--- src/fds_pkg.sv ---
// FDS RAM adapter shared bus types, register map, timing and memory layout
`default_nettype none

package fds_pkg;

	// One CPU access, read and write count only with ce
	typedef struct packed {
		logic [15:0] addr;
		logic [7:0]  din;
		logic        read;
		logic        write;
		logic        ce;
	} cpu_bus_t;

	// Fields of the $4025 drive control register
	typedef struct packed {
		logic motor_on;
		logic disk_reset;
		logic write_en;      // High selects read mode
		logic vertical;      // Vertical mirroring
		logic byte_transfer;
		logic disk_irq_en;
	} drive_ctrl_t;

	// CPU-visible registers
	localparam logic [15:0] REG_TIMER_LO     = 16'h4020;
	localparam logic [15:0] REG_TIMER_HI     = 16'h4021;
	localparam logic [15:0] REG_TIMER_CTRL   = 16'h4022;
	localparam logic [15:0] REG_IO_EN        = 16'h4023;
	localparam logic [15:0] REG_DATA_WR      = 16'h4024;
	localparam logic [15:0] REG_DRIVE_CTRL   = 16'h4025;
	localparam logic [15:0] REG_SIDE         = 16'h4027;
	localparam logic [15:0] REG_IRQ_STATUS   = 16'h4030;
	localparam logic [15:0] REG_DATA_RD      = 16'h4031;
	localparam logic [15:0] REG_DRIVE_STATUS = 16'h4032;
	localparam logic [15:0] REG_EXT          = 16'h4033;

	// Shortened drive timing, in ce ticks
	localparam logic [19:0] PRE_GAP_DELAY = 20'd65535;
	localparam logic [19:0] BYTE_DELAY    = 20'd99;

	// Disk image layout
	localparam logic [17:0] SIDE_SIZE    = 18'd65500;
	localparam logic [17:0] DISK_END_POS = 18'd65499;
	localparam logic [17:0] SIDE_HEADER  = 18'd16;      // Image file header

	localparam logic [21:0] DISK_BASE = 22'h3C0000;
	localparam logic [21:0] WRAM_BASE = 22'h208000;
	localparam logic [21:0] CHR_BASE  = 22'h200000;

	localparam logic [7:0] START_MARK = 8'h80;         // Gap end mark before block data

	// Last byte offset per block type, CRC bytes are absent from images
	localparam logic [15:0] BLK1_LAST = 16'h0037;
	localparam logic [15:0] BLK2_LAST = 16'h0001;
	localparam logic [15:0] BLK3_LAST = 16'h000F;

	// File size field inside a file header block
	localparam logic [15:0] FILE_SIZE_LO_POS = 16'h000D;
	localparam logic [15:0] FILE_SIZE_HI_POS = 16'h000E;

endpackage

`default_nettype wire

--- src/fds_timer_irq.sv ---
// Reloadable 16-bit CPU cycle timer raising the FDS timer IRQ
`default_nettype none

module fds_timer_irq (
	input  wire               clk,
	input  wire               reset,
	input  wire fds_pkg::cpu_bus_t cpu,
	input  wire               io_en,
	input  wire               status_read_ack,
	output logic              timer_irq
);
	import fds_pkg::*;

	logic [15:0] latch;
	logic [15:0] count;
	logic        timer_en;
	logic        timer_repeat;
	logic        ctrl_wr;
	logic        load;

	assign ctrl_wr = cpu.ce && cpu.write && cpu.addr == REG_TIMER_CTRL;
	assign load    = ctrl_wr && cpu.din[1] && io_en;   // Start only with disk I/O enabled

	always_ff @(posedge clk) begin
		if (cpu.ce && cpu.write && cpu.addr == REG_TIMER_LO)
			latch[7:0] <= cpu.din;
		if (cpu.ce && cpu.write && cpu.addr == REG_TIMER_HI)
			latch[15:8] <= cpu.din;
		if (load)
			count <= latch;
		else if (cpu.ce && timer_en)
			count <= (count == 16'd0) ? latch : count - 16'd1;   // Reload on expiry
	end

	always_ff @(posedge clk) begin
		if (reset) begin
			timer_en     <= 1'b0;
			timer_repeat <= 1'b0;
			timer_irq    <= 1'b0;
		end else if (cpu.ce) begin
			if (timer_en && count == 16'd0) begin
				timer_irq <= 1'b1;
				if (!timer_repeat)
					timer_en <= 1'b0;   // One-shot stops here
			end
			if (ctrl_wr) begin
				timer_repeat <= cpu.din[0];
				timer_en     <= load;
				if (!load)
					timer_irq <= 1'b0;
			end
			if (!io_en) begin
				timer_en  <= 1'b0;
				timer_irq <= 1'b0;
			end
			if (status_read_ack)
				timer_irq <= 1'b0;   // Acknowledged through $4030
		end
	end

endmodule

`default_nettype wire

--- src/fds_disk_drive.sv ---
// Disk drive emulation with motor, pre-gap, byte slots, ready flag and disk position
`default_nettype none

module fds_disk_drive (
	input  wire                  clk,
	input  wire                  reset,
	input  wire fds_pkg::cpu_bus_t cpu,
	input  wire                  eject_btn,
	input  wire                  block_end,
	output fds_pkg::drive_ctrl_t ctrl,
	output logic                 io_en,
	output logic [1:0]           side,
	output logic [15:0]          disk_pos,
	output logic                 byte_flag,
	output logic                 disk_end,
	output logic                 disk_write,
	output logic                 disk_read_strobe,
	output logic                 new_transfer,
	output logic                 byte_done,
	output logic                 status_read_ack
);
	import fds_pkg::*;

	logic [19:0] transfer_cnt;
	logic        after_pre_gap;
	logic        new_byte;      // Slot not yet consumed
	logic        got_start;
	logic        got_start_d;
	logic        read_d;
	logic        write_d;
	logic        ctrl_wr;
	logic        data_wr;

	assign ctrl_wr = cpu.write && cpu.addr == REG_DRIVE_CTRL;
	assign data_wr = cpu.write && cpu.addr == REG_DATA_WR;

	// Transfer bit rising starts a new block
	assign new_transfer = cpu.ce && ctrl_wr && !ctrl.byte_transfer && cpu.din[6];

	assign disk_read_strobe = cpu.read && cpu.addr == REG_DATA_RD;
	assign disk_write = data_wr && !ctrl.write_en && ctrl.byte_transfer && got_start_d
		&& ctrl.motor_on && !ctrl.disk_reset && !block_end;

	assign byte_done = cpu.ce && new_byte && ((read_d && ctrl.write_en) || write_d);
	assign disk_end  = {2'b00, disk_pos} == DISK_END_POS;

	always_ff @(posedge clk) begin
		if (reset) begin
			ctrl            <= '{write_en: 1'b1, default: 1'b0};
			io_en           <= 1'b0;
			side            <= 2'd0;
			disk_pos        <= 16'd0;
			byte_flag       <= 1'b0;
			new_byte        <= 1'b0;
			got_start       <= 1'b0;
			got_start_d     <= 1'b0;
			after_pre_gap   <= 1'b0;
			transfer_cnt    <= 20'd0;
			read_d          <= 1'b0;
			write_d         <= 1'b0;
			status_read_ack <= 1'b0;
		end else if (cpu.ce) begin
			got_start_d     <= got_start;
			read_d          <= disk_read_strobe;
			write_d         <= disk_write;
			status_read_ack <= cpu.read && cpu.addr == REG_IRQ_STATUS;

			if (cpu.write) begin
				case (cpu.addr)
					REG_IO_EN: io_en <= cpu.din[0];
					REG_DATA_WR: begin
						byte_flag <= 1'b0;
						if (!ctrl.write_en && ctrl.byte_transfer && cpu.din == START_MARK)
							got_start <= 1'b1;
					end
					REG_DRIVE_CTRL: begin
						ctrl.motor_on      <= cpu.din[0];
						ctrl.disk_reset    <= cpu.din[1];
						ctrl.write_en      <= cpu.din[2];
						ctrl.vertical      <= !cpu.din[3];
						ctrl.byte_transfer <= cpu.din[6];
						ctrl.disk_irq_en   <= cpu.din[7];
					end
					REG_SIDE: side <= cpu.din[1:0];
					default: ;
				endcase
			end

			if (new_transfer) begin
				byte_flag   <= !cpu.din[2];   // Write mode wants data at once
				new_byte    <= 1'b0;
				got_start   <= 1'b0;
				got_start_d <= 1'b0;
			end

			if (status_read_ack || read_d)
				byte_flag <= 1'b0;

			if (byte_done) begin
				new_byte <= 1'b0;
				if (!disk_end && !block_end)
					disk_pos <= disk_pos + 16'd1;
			end

			// Pre-gap first, then one slot per byte time
			transfer_cnt <= transfer_cnt + 20'd1;
			if (ctrl.disk_reset) begin
				transfer_cnt  <= 20'd0;
				disk_pos      <= 16'd0;
				after_pre_gap <= 1'b0;
			end else if (!ctrl.motor_on) begin
				transfer_cnt <= 20'd0;
			end else if (!after_pre_gap) begin
				if (transfer_cnt == PRE_GAP_DELAY) begin
					after_pre_gap <= 1'b1;
					transfer_cnt  <= 20'd0;
				end
			end else if (transfer_cnt == BYTE_DELAY) begin
				transfer_cnt <= 20'd0;
				if (ctrl.byte_transfer && !eject_btn) begin   // No data with disk out
					byte_flag <= 1'b1;
					new_byte  <= 1'b1;
				end
			end
			if (new_transfer && after_pre_gap)
				transfer_cnt <= 20'd0;   // Slot timing restarts per block
		end
	end

endmodule

`default_nettype wire

--- src/fds_block_tracker.sv ---
// Block type and size tracking to stop the disk position at each block end
`default_nettype none

module fds_block_tracker (
	input  wire                   clk,
	input  wire                   reset,
	input  wire fds_pkg::cpu_bus_t  cpu,
	input  wire [7:0]             disk_data_in,
	input  wire                   disk_write,
	input  wire                   disk_read_strobe,
	input  wire fds_pkg::drive_ctrl_t ctrl,
	input  wire                   new_transfer,
	input  wire                   byte_done,
	output logic                  block_end
);
	import fds_pkg::*;

	logic [15:0] byte_cnt;
	logic [15:0] file_size;
	logic [2:0]  block_type;
	logic        capture;
	logic [7:0]  data;
	logic        last_byte;

	// Disk byte seen on the CPU bus in either direction
	assign capture = cpu.ce && ((disk_read_strobe && ctrl.write_en) || disk_write);
	assign data    = disk_write ? cpu.din : disk_data_in;

	always_comb begin
		case (block_type)
			3'd1:    last_byte = byte_cnt == BLK1_LAST;   // Disk info
			3'd2:    last_byte = byte_cnt == BLK2_LAST;   // File count
			3'd3:    last_byte = byte_cnt == BLK3_LAST;   // File header
			3'd4:    last_byte = byte_cnt == file_size;   // File data
			default: last_byte = 1'b0;
		endcase
	end

	always_ff @(posedge clk) begin
		if (capture && block_type == 3'd3) begin
			if (byte_cnt == FILE_SIZE_LO_POS)
				file_size[7:0] <= data;
			if (byte_cnt == FILE_SIZE_HI_POS)
				file_size[15:8] <= data;
		end
	end

	always_ff @(posedge clk) begin
		if (reset) begin
			byte_cnt   <= 16'd0;
			block_type <= 3'd0;
			block_end  <= 1'b0;
		end else begin
			if (capture && byte_cnt == 16'd0)
				block_type <= data[2:0];
			if (byte_done) begin
				byte_cnt <= byte_cnt + 16'd1;
				if (last_byte)
					block_end <= 1'b1;
			end
			if (new_transfer) begin
				byte_cnt   <= 16'd0;
				block_type <= 3'd0;
				block_end  <= 1'b0;
			end
		end
	end

endmodule

`default_nettype wire

--- src/fds_bus_map.sv ---
// PRG and CHR address translation, access allow and status register reads
`default_nettype none

module fds_bus_map (
	input  wire fds_pkg::cpu_bus_t    cpu,
	input  wire [13:0]              chr_addr,
	input  wire fds_pkg::drive_ctrl_t ctrl,
	input  wire [1:0]               side,
	input  wire [15:0]              disk_pos,
	input  wire                     disk_end,
	input  wire                     byte_flag,
	input  wire                     timer_irq,
	input  wire                     disk_write,
	input  wire                     eject_btn,
	output logic [21:0]             prg_aout,
	output logic [7:0]              prg_dout,
	output logic                    prg_allow,
	output logic                    prg_bus_write,
	output logic [21:0]             chr_aout,
	output logic                    vram_a10,
	output logic                    vram_ce
);
	import fds_pkg::*;

	logic        is_ram;
	logic        is_disk;
	logic        disk_ready;
	logic [17:0] side_offset;
	logic [17:0] image_offset;
	logic [21:0] mem_addr;

	assign is_ram  = cpu.addr[15] ^ (&cpu.addr[14:13]);   // $6000-$DFFF
	assign is_disk = cpu.addr == REG_DATA_RD || cpu.addr == REG_DATA_WR;

	// Sides are packed back to back after the file header
	assign side_offset  = SIDE_SIZE * {16'd0, side} + SIDE_HEADER;
	assign image_offset = side_offset + {2'b00, disk_pos};

	assign mem_addr = is_ram ? WRAM_BASE + {7'd0, cpu.addr[14:0]}
		: {9'd0, cpu.addr[12:0]};   // BIOS at the bottom
	assign prg_aout = is_disk ? DISK_BASE + {4'd0, image_offset} : mem_addr;

	assign prg_allow = (cpu.read && (cpu.addr[15] || cpu.addr == REG_DATA_RD))
		|| is_ram || disk_write;

	assign disk_ready = !eject_btn && !ctrl.disk_reset && ctrl.motor_on && !disk_end;

	always_comb begin
		prg_bus_write = 1'b1;
		case (cpu.addr)
			REG_IRQ_STATUS:   prg_dout = {byte_flag, disk_end, 5'd0, timer_irq};
			REG_DRIVE_STATUS: prg_dout = {5'b01000, eject_btn, !disk_ready, eject_btn};
			REG_EXT:          prg_dout = 8'h80;   // Battery good
			default: begin
				prg_dout      = 8'd0;
				prg_bus_write = 1'b0;
			end
		endcase
	end

	// 8 KB CHR RAM, nametables in internal VRAM
	assign chr_aout = CHR_BASE + {9'd0, chr_addr[12:0]};
	assign vram_a10 = ctrl.vertical ? chr_addr[10] : chr_addr[11];
	assign vram_ce  = chr_addr[13];

endmodule

`default_nettype wire

--- src/fds_mapper.sv ---
// FDS RAM adapter mapper top joining drive, block tracker, timer and bus map
`default_nettype none

module fds_mapper (
	input  wire               clk,
	input  wire               reset,
	input  wire fds_pkg::cpu_bus_t cpu,
	input  wire [7:0]         disk_data_in,
	input  wire               eject_btn,
	input  wire [13:0]        chr_addr,
	output logic [21:0]       prg_aout,
	output logic [7:0]        prg_dout,
	output logic              prg_allow,
	output logic              prg_bus_write,
	output logic [21:0]       chr_aout,
	output logic              vram_a10,
	output logic              vram_ce,
	output logic              irq
);
	import fds_pkg::*;

	drive_ctrl_t ctrl;
	logic        io_en;
	logic [1:0]  side;
	logic [15:0] disk_pos;
	logic        byte_flag;
	logic        disk_end;
	logic        disk_write;
	logic        disk_read_strobe;
	logic        new_transfer;
	logic        byte_done;
	logic        status_read_ack;
	logic        block_end;
	logic        timer_irq;

	fds_disk_drive drive_inst (
		.clk(clk), .reset(reset), .cpu(cpu), .eject_btn(eject_btn),
		.block_end(block_end), .ctrl(ctrl), .io_en(io_en), .side(side),
		.disk_pos(disk_pos), .byte_flag(byte_flag), .disk_end(disk_end),
		.disk_write(disk_write), .disk_read_strobe(disk_read_strobe),
		.new_transfer(new_transfer), .byte_done(byte_done),
		.status_read_ack(status_read_ack)
	);

	fds_block_tracker tracker_inst (
		.clk(clk), .reset(reset), .cpu(cpu), .disk_data_in(disk_data_in),
		.disk_write(disk_write), .disk_read_strobe(disk_read_strobe), .ctrl(ctrl),
		.new_transfer(new_transfer), .byte_done(byte_done), .block_end(block_end)
	);

	fds_timer_irq timer_inst (
		.clk(clk), .reset(reset), .cpu(cpu), .io_en(io_en),
		.status_read_ack(status_read_ack), .timer_irq(timer_irq)
	);

	fds_bus_map map_inst (
		.cpu(cpu), .chr_addr(chr_addr), .ctrl(ctrl), .side(side), .disk_pos(disk_pos),
		.disk_end(disk_end), .byte_flag(byte_flag), .timer_irq(timer_irq),
		.disk_write(disk_write), .eject_btn(eject_btn), .prg_aout(prg_aout),
		.prg_dout(prg_dout), .prg_allow(prg_allow), .prg_bus_write(prg_bus_write),
		.chr_aout(chr_aout), .vram_a10(vram_a10), .vram_ce(vram_ce)
	);

	assign irq = timer_irq || (byte_flag && ctrl.disk_irq_en);   // Disk IRQ only when enabled

endmodule

`default_nettype wire

--- config.mk ---
export PLATFORM = sky130hd
export DESIGN_NAME = fds_mapper
export DESIGN_NICKNAME = d
export VERILOG_FILES = /design/src/fds_pkg.sv /design/src/fds_timer_irq.sv /design/src/fds_disk_drive.sv /design/src/fds_block_tracker.sv /design/src/fds_bus_map.sv /design/src/fds_mapper.sv
export SDC_FILE = /design/constraint.sdc
export NUM_CORES = 1
export LEC_CHECK = 0
export ABC_AREA = 1
export BUFFER_PORTS_ARGS = -buffer_cell sky130_fd_sc_hd__buf_4
export CORE_MARGIN = 4
export CORE_UTILIZATION = 60
export DETAILED_ROUTE_END_ITERATION = 10
export HOLD_SLACK_MARGIN = 0.15
export PLACE_DENSITY = 0.94
export SYNTH_ARGS = -nofsm -noshare
export SYNTH_HDL_FRONTEND = slang
export SYNTH_HIERARCHICAL = 1
export SYNTH_SLANG_ARGS = --single-unit
--- constraint.sdc ---
create_clock -name clk -period 3.4 [get_ports clk]
set_clock_uncertainty 0.15 [all_clocks]
set_input_delay 0.17 -clock clk [delete_from_list [all_inputs] [get_ports clk]]
set_output_delay 0.17 -clock clk [all_outputs]
set_load 0.02 [all_outputs]
### After elaboration in Yosys (flattened, before gate mapping)

Cells that the tools add are included.

* $add $sub $neg: 9
* multiply operators: 1
* equality and inequality tests: 27
* muxes and demuxes: 53
* bitwise operators: 1
* reduce and logical (&&, ||, !) cells: 78

Operator list (count)
* $eq A16 B15 Y1 const B: 11
* $mux W20: 6
* $mux W16: 6
* $eq A16 B4 Y1 const B: 3
* $mux W22: 2
* $logic_and A1 B1 Y1: 38
* $mux W1: 36
* $add A16 B1 Y16 const B: 2
* $logic_not A16 Y1: 2
* $pmux W8 S3: 1
* $add A22 B13 Y22 const A: 1
* $add A22 B15 Y22 const A: 1
* $add A19 B19 Y20 const A: 1
* $add A20 B1 Y20 const B: 1
* $eq A20 B16 Y1 const B: 1
* $eq A20 B7 Y1 const B: 1
* $add A18 B16 Y18: 1
* $add A18 B5 Y18 const B: 1
* $eq A16 B1 Y1 const B: 1
* $eq A16 B16 Y1: 1
* $eq A16 B16 Y1 const B: 1
* $eq A16 B6 Y1 const B: 1
* $mul A14 B2 Y16 const A: 1
* $sub A16 B1 Y16 const B: 1
* 17 further kinds: 48

* flip-flop bits (word level): 124
* input bits: 52
* output and inout bits: 57
* word-level logic and storage cells: 198

### Longest topological paths before layout

* word-level depth: 12
* gate-level depth with buffers: 14
* depth with buffers taken out: 14

### Modules after synthesis

Netlist, hierarchy kept.

By module, submodules not included
* fds_disk_drive: times used 1, cells an instance 542, area an instance 3492.1 µm², seq. area each 1061.0 µm²
* fds_block_tracker: times used 1, cells an instance 274, area an instance 2009.4 µm², seq. area each 880.8 µm²
* fds_timer_irq: times used 1, cells an instance 197, area an instance 1834.3 µm², seq. area each 1021.0 µm²
* fds_bus_map: times used 1, cells an instance 316, area an instance 1762.9 µm², seq. area each 0.0 µm²
* fds_mapper: times used 1, cells an instance 3, area an instance 11.3 µm², seq. area each 0.0 µm²

### Worst setup path before layout

OpenSTA, ideal clock, no wires.

* path kind: input -> register
* start: input port cpu[13] (netlist bit)
* end: register tracker_inst.file_size[10] (enable)
* setup time: 385 ps
* arrival: 2337 ps
* data required time: 2865 ps
* setup slack: 527 ps
* stages on the path: 12
* buffers on the path: 1
* cells stage by stage: inv_1 nor2_1 nand4_1 nand3b_1 nor3_1 nand2_1 inv_1 buf_4 clkinv_1 a21boi_0 nand4_1 nor3b_1

* word-level cells in the longest chain between the ends: 12
* elaborated cells between the ends (all ways): 15
* those cells by class: 2 x eq/ne; 13 x reduce/logical

RTL lines
* start: declaration: line fds_mapper.sv:7 `input wire fds_pkg::cpu_bus_t cpu,`
* $eq A16 B15 Y1: line fds_disk_drive.sv:35 `assign data_wr = cpu.write && cpu.addr == REG_DATA_WR;`
* $logic_and A1 B1 Y1: line fds_disk_drive.sv:35
* $logic_and A1 B1 Y1 (3 in series): line fds_disk_drive.sv:41 `assign disk_write = data_wr && !ctrl.write_en && ctrl.byte_transfer && got_start_d`
* $logic_and A1 B1 Y1 (3 in series): line fds_disk_drive.sv:42 `&& ctrl.motor_on && !ctrl.disk_reset && !block_end;`
* via disk_write: line fds_mapper.sv:28 `logic disk_write;`
* $logic_or A1 B1 Y1: line fds_block_tracker.sv:26 `assign capture = cpu.ce && ((disk_read_strobe && ctrl.write_en) || disk_write);`
* $logic_and A1 B1 Y1: line fds_block_tracker.sv:26
* $logic_and A1 B1 Y1: line fds_block_tracker.sv:40 `if (capture && block_type == 3'd3) begin`
* $reduce_and A2 Y1 (no source line)
* end signal: assignment: line fds_block_tracker.sv:44 `file_size[15:8] <= data;`
* end: declaration: line fds_block_tracker.sv:19 `logic [15:0] file_size;`

The timed path passes the listed nets, and every way through them passes these cells.
A chain may end at the register's enable or synchronous reset.

### Worst setup path after layout

* start: input port cpu[14] (netlist bit)
* end: register tracker_inst.file_size[14] (enable)

The elaborated chain is that of the path after synthesis.

==> run metrics <==
Arrival @ worst endpoint 3260 ps; GRT Util Overall 33.79%; Worst R2R Start drive_inst/ctrl[4]$_SDFFE_PP0P_; asr flop ratio synth 0%; routed vias/inst 6.105; fraction of layout cells with a size suffix above 1 14.37%; num rows 44; RePlAce Congestion 0.9460; Mean Syn Cell Area 6.839 um^2; first-pass GRT wire length 47890 um; EDFF count, synth 48; most frequent cells in the layout nand2_1, nor2_1, inv_1; Fillers 1015; P_leak 4.507 nW; Max IR drop VDD 400.7 uV; Final Cycle Share 96.41%; HPWL Detailed 17340 um; DRT Pass-1 Iters 11; MaxCap Viol Count 0; CP peak stage delay 540 ps; Critical Path End Type flop; chip width 131.2 um; min cycle time layout 3278 ps; Starting Density 61.98%; post-synthesis cell area 9110 um^2; initial antenna violation count 0; relative slew slack 38.61%; crit-path cells dlygate4sd3_1, buf_4, nor2_1, nand4_1, nand3b_1, nor3_2, nand2_1, inv_1, clkinv_1, a21boi_1, nand4_1, nor3b_1, buf_4; Worst Hold Launch chr_addr[0]; CTS Sinks 124; status finished, violations left; port bufs 72; Final Net Count 1521; WL final 29720 um; number of buffers and inverters on the critical path 5; RSZ-0062 raised after global routing false; number of remaining DRC errors 2; post-synthesis sequential area ratio 32.52%; H-tree levels 4; GRT overflow 0; final hold viol count 0; worst-margin pin slew 919.5 ps; CTS tree yes; HP Class in2out; Clock Tree Buf Depth 2; leading cell type in the layout, fill and taps excluded nand2_1; Critical-path top delay cell dlygate4sd3_1; fin. max-slew vios 0; Num CTS Buffers 17; DP Cell Count 1547; setup_tns 0 ps; cell count after synthesis 1332; Routed WL per cell 18.29 um; FMAX 305.1 MHz; via count 9920; Post-synth top flop dfxtp_1; clk root buf clkbuf_16; Synth warnings 6; Distinct cells, synth 49; CP top delay family simple AND/OR/NAND/NOR gates; area of the die 17220 um^2; pwr/cell area 343.9 nW/um^2; DR iter-0 viols 1563; failing checks design-rule violations; Final Non-Filler Cells 1625; vias in the first global route 9577; Setup Viol. Count Final 0; Routed Antenna Nets 0; Critical Path Fanout Max 9; Reg clk slew, reported paths 60 ps; post-synthesis register bit count 124; Worst Setup SP cpu[14]; worst skew pair latency 430 ps; pin count of the biggest net entering global routing 41; Core ar. 14700 um^2; CP Launch Type input port; Hold WS 190.0 ps; Chip Height 131.2 um; I/O pin count 109; Setup Crit Path Kind in2reg; WP data required 3380 ps; area grow syn2layout 16.74%
-- sequential cells by signal, summed over array words and instances (netlist names), 2 cells and up --
signal	cells
timer_inst/count	16
tracker_inst/block_type	3
drive_inst/side	2
tracker_inst/byte_cnt	16
drive_inst/disk_pos	16
drive_inst/transfer_cnt	20
tracker_inst/file_size	16
timer_inst/latch	16
drive_inst/ctrl	6
-- through the flow --
step / total power, mW / area, um^2 / utilization (%) / setup slack [ps]
after floorplan: 1.735 / 9148 / - / 527.5
after global placement: 1.800 / 9543 / 64.92 / 402.5
after detailed placement: 1.806 / 9543 / 64.92 / 297.5
after CTS: 3.615 / 10560 / 71.81 / 20.13
after global routing: 3.750 / 10630 / 72.34 / 4.705
final: 3.658 / 10640 / 72.35 / 122.2
-- cells by family (layout without fill, tap and decap cells) --
group	after synthesis	after routing	synth area share, %
other	2	13	0.08244
AND/OR/NAND/NOR	772	772	38.69
AO/OA/AOI/OAI	128	128	7.760
multiplexers	1	1	0.1236
XOR/XNOR	35	35	3.365
adder cells (fa/ha/maj)	42	42	5.851
buffers and inverters	228	326	11.61
flip-flops	124	124	32.52
-- metal layers --
metal | GRT usage, % | vias to the layer above | part of all wire [%]
met5 | 0 | - | 0
met4 | 23.28 | 0 | 7.6
met3 | 8.907 | 250 | 10
met2 | 56.13 | 787 | 47
met1 | 38.06 | 4414 | 35
li1 | - | 4469 | -
-- worst paths after layout --
check / to / cells past startpoint / slack [ps]
min reg2reg: drive_inst/ctrl[1]$_SDFFE_PP0P_ / 2 / 350
max: tracker_inst/file_size[14]$_DFFE_PP_ / 13 / 120
min: chr_aout[0] / 0 / 190
max reg2reg: tracker_inst/file_size[14]$_DFFE_PP_ / 10 / 540
-- cell type report --
cell class              count  area, um^2  share of cell area [%]
flip-flops and latches    124        2968                   27.91
well taps                 184       230.2                   2.165
diodes                      1       2.502                 0.02353
clock buffers              19       442.9                   4.165
inverters                 173       654.4                   6.153
clock inverters            13       138.9                   1.306
repair buffers            121        1013                   9.529
multi-input cells         990        5185                   48.75
-- synth_stat cells (3+ instances only) --
master	number	area, um^2
buf_4	32	240.2
ha_1	41	513.0
nand3_1	95	475.5
nor2_2	12	75.07
xor2_1	20	175.2
edfxtp_1	48	1441
nor3_1	26	130.1
nor3_2	3	30.03
nor2_4	6	67.56
nand2_1	362	1359
buf_6	8	90.09
clkbuf_1	8	30.03
nand4_1	43	269.0
nand4_2	3	37.54
or2_2	4	25.02
dfxtp_1	76	1521
nand3_2	15	150.1
inv_2	7	26.28
nor3b_1	4	30.03
a21oi_1	69	345.3
clkinv_1	3	11.26
nand2_2	11	68.82
o21ai_0	36	180.2
inv_1	162	608.1
nor4_1	6	37.54
xnor2_1	15	131.4
a21oi_2	11	96.34
nand2_4	4	45.04
nand3b_1	4	30.03
nor2_1	167	626.9
buf_2	5	25.02
-- power breakdown --
part           switching [mW]  internal (mW)
clock                   0.720           1.10
combinational           0.178          0.103
sequential            0.00847           1.55
total                   0.906           2.75
-- timing repair --
action | in CTS | in global routing
resized for setup | 4 | 17
hold buffers | 42 | 0
pin swaps | 0 | 1
cloned | 0 | 0
setup endpoints to repair | 5 | 28
buffers inserted | 0 | 3
endpoints found under the hold margin | 90 | 0
(Power assumes the default switching activity.)
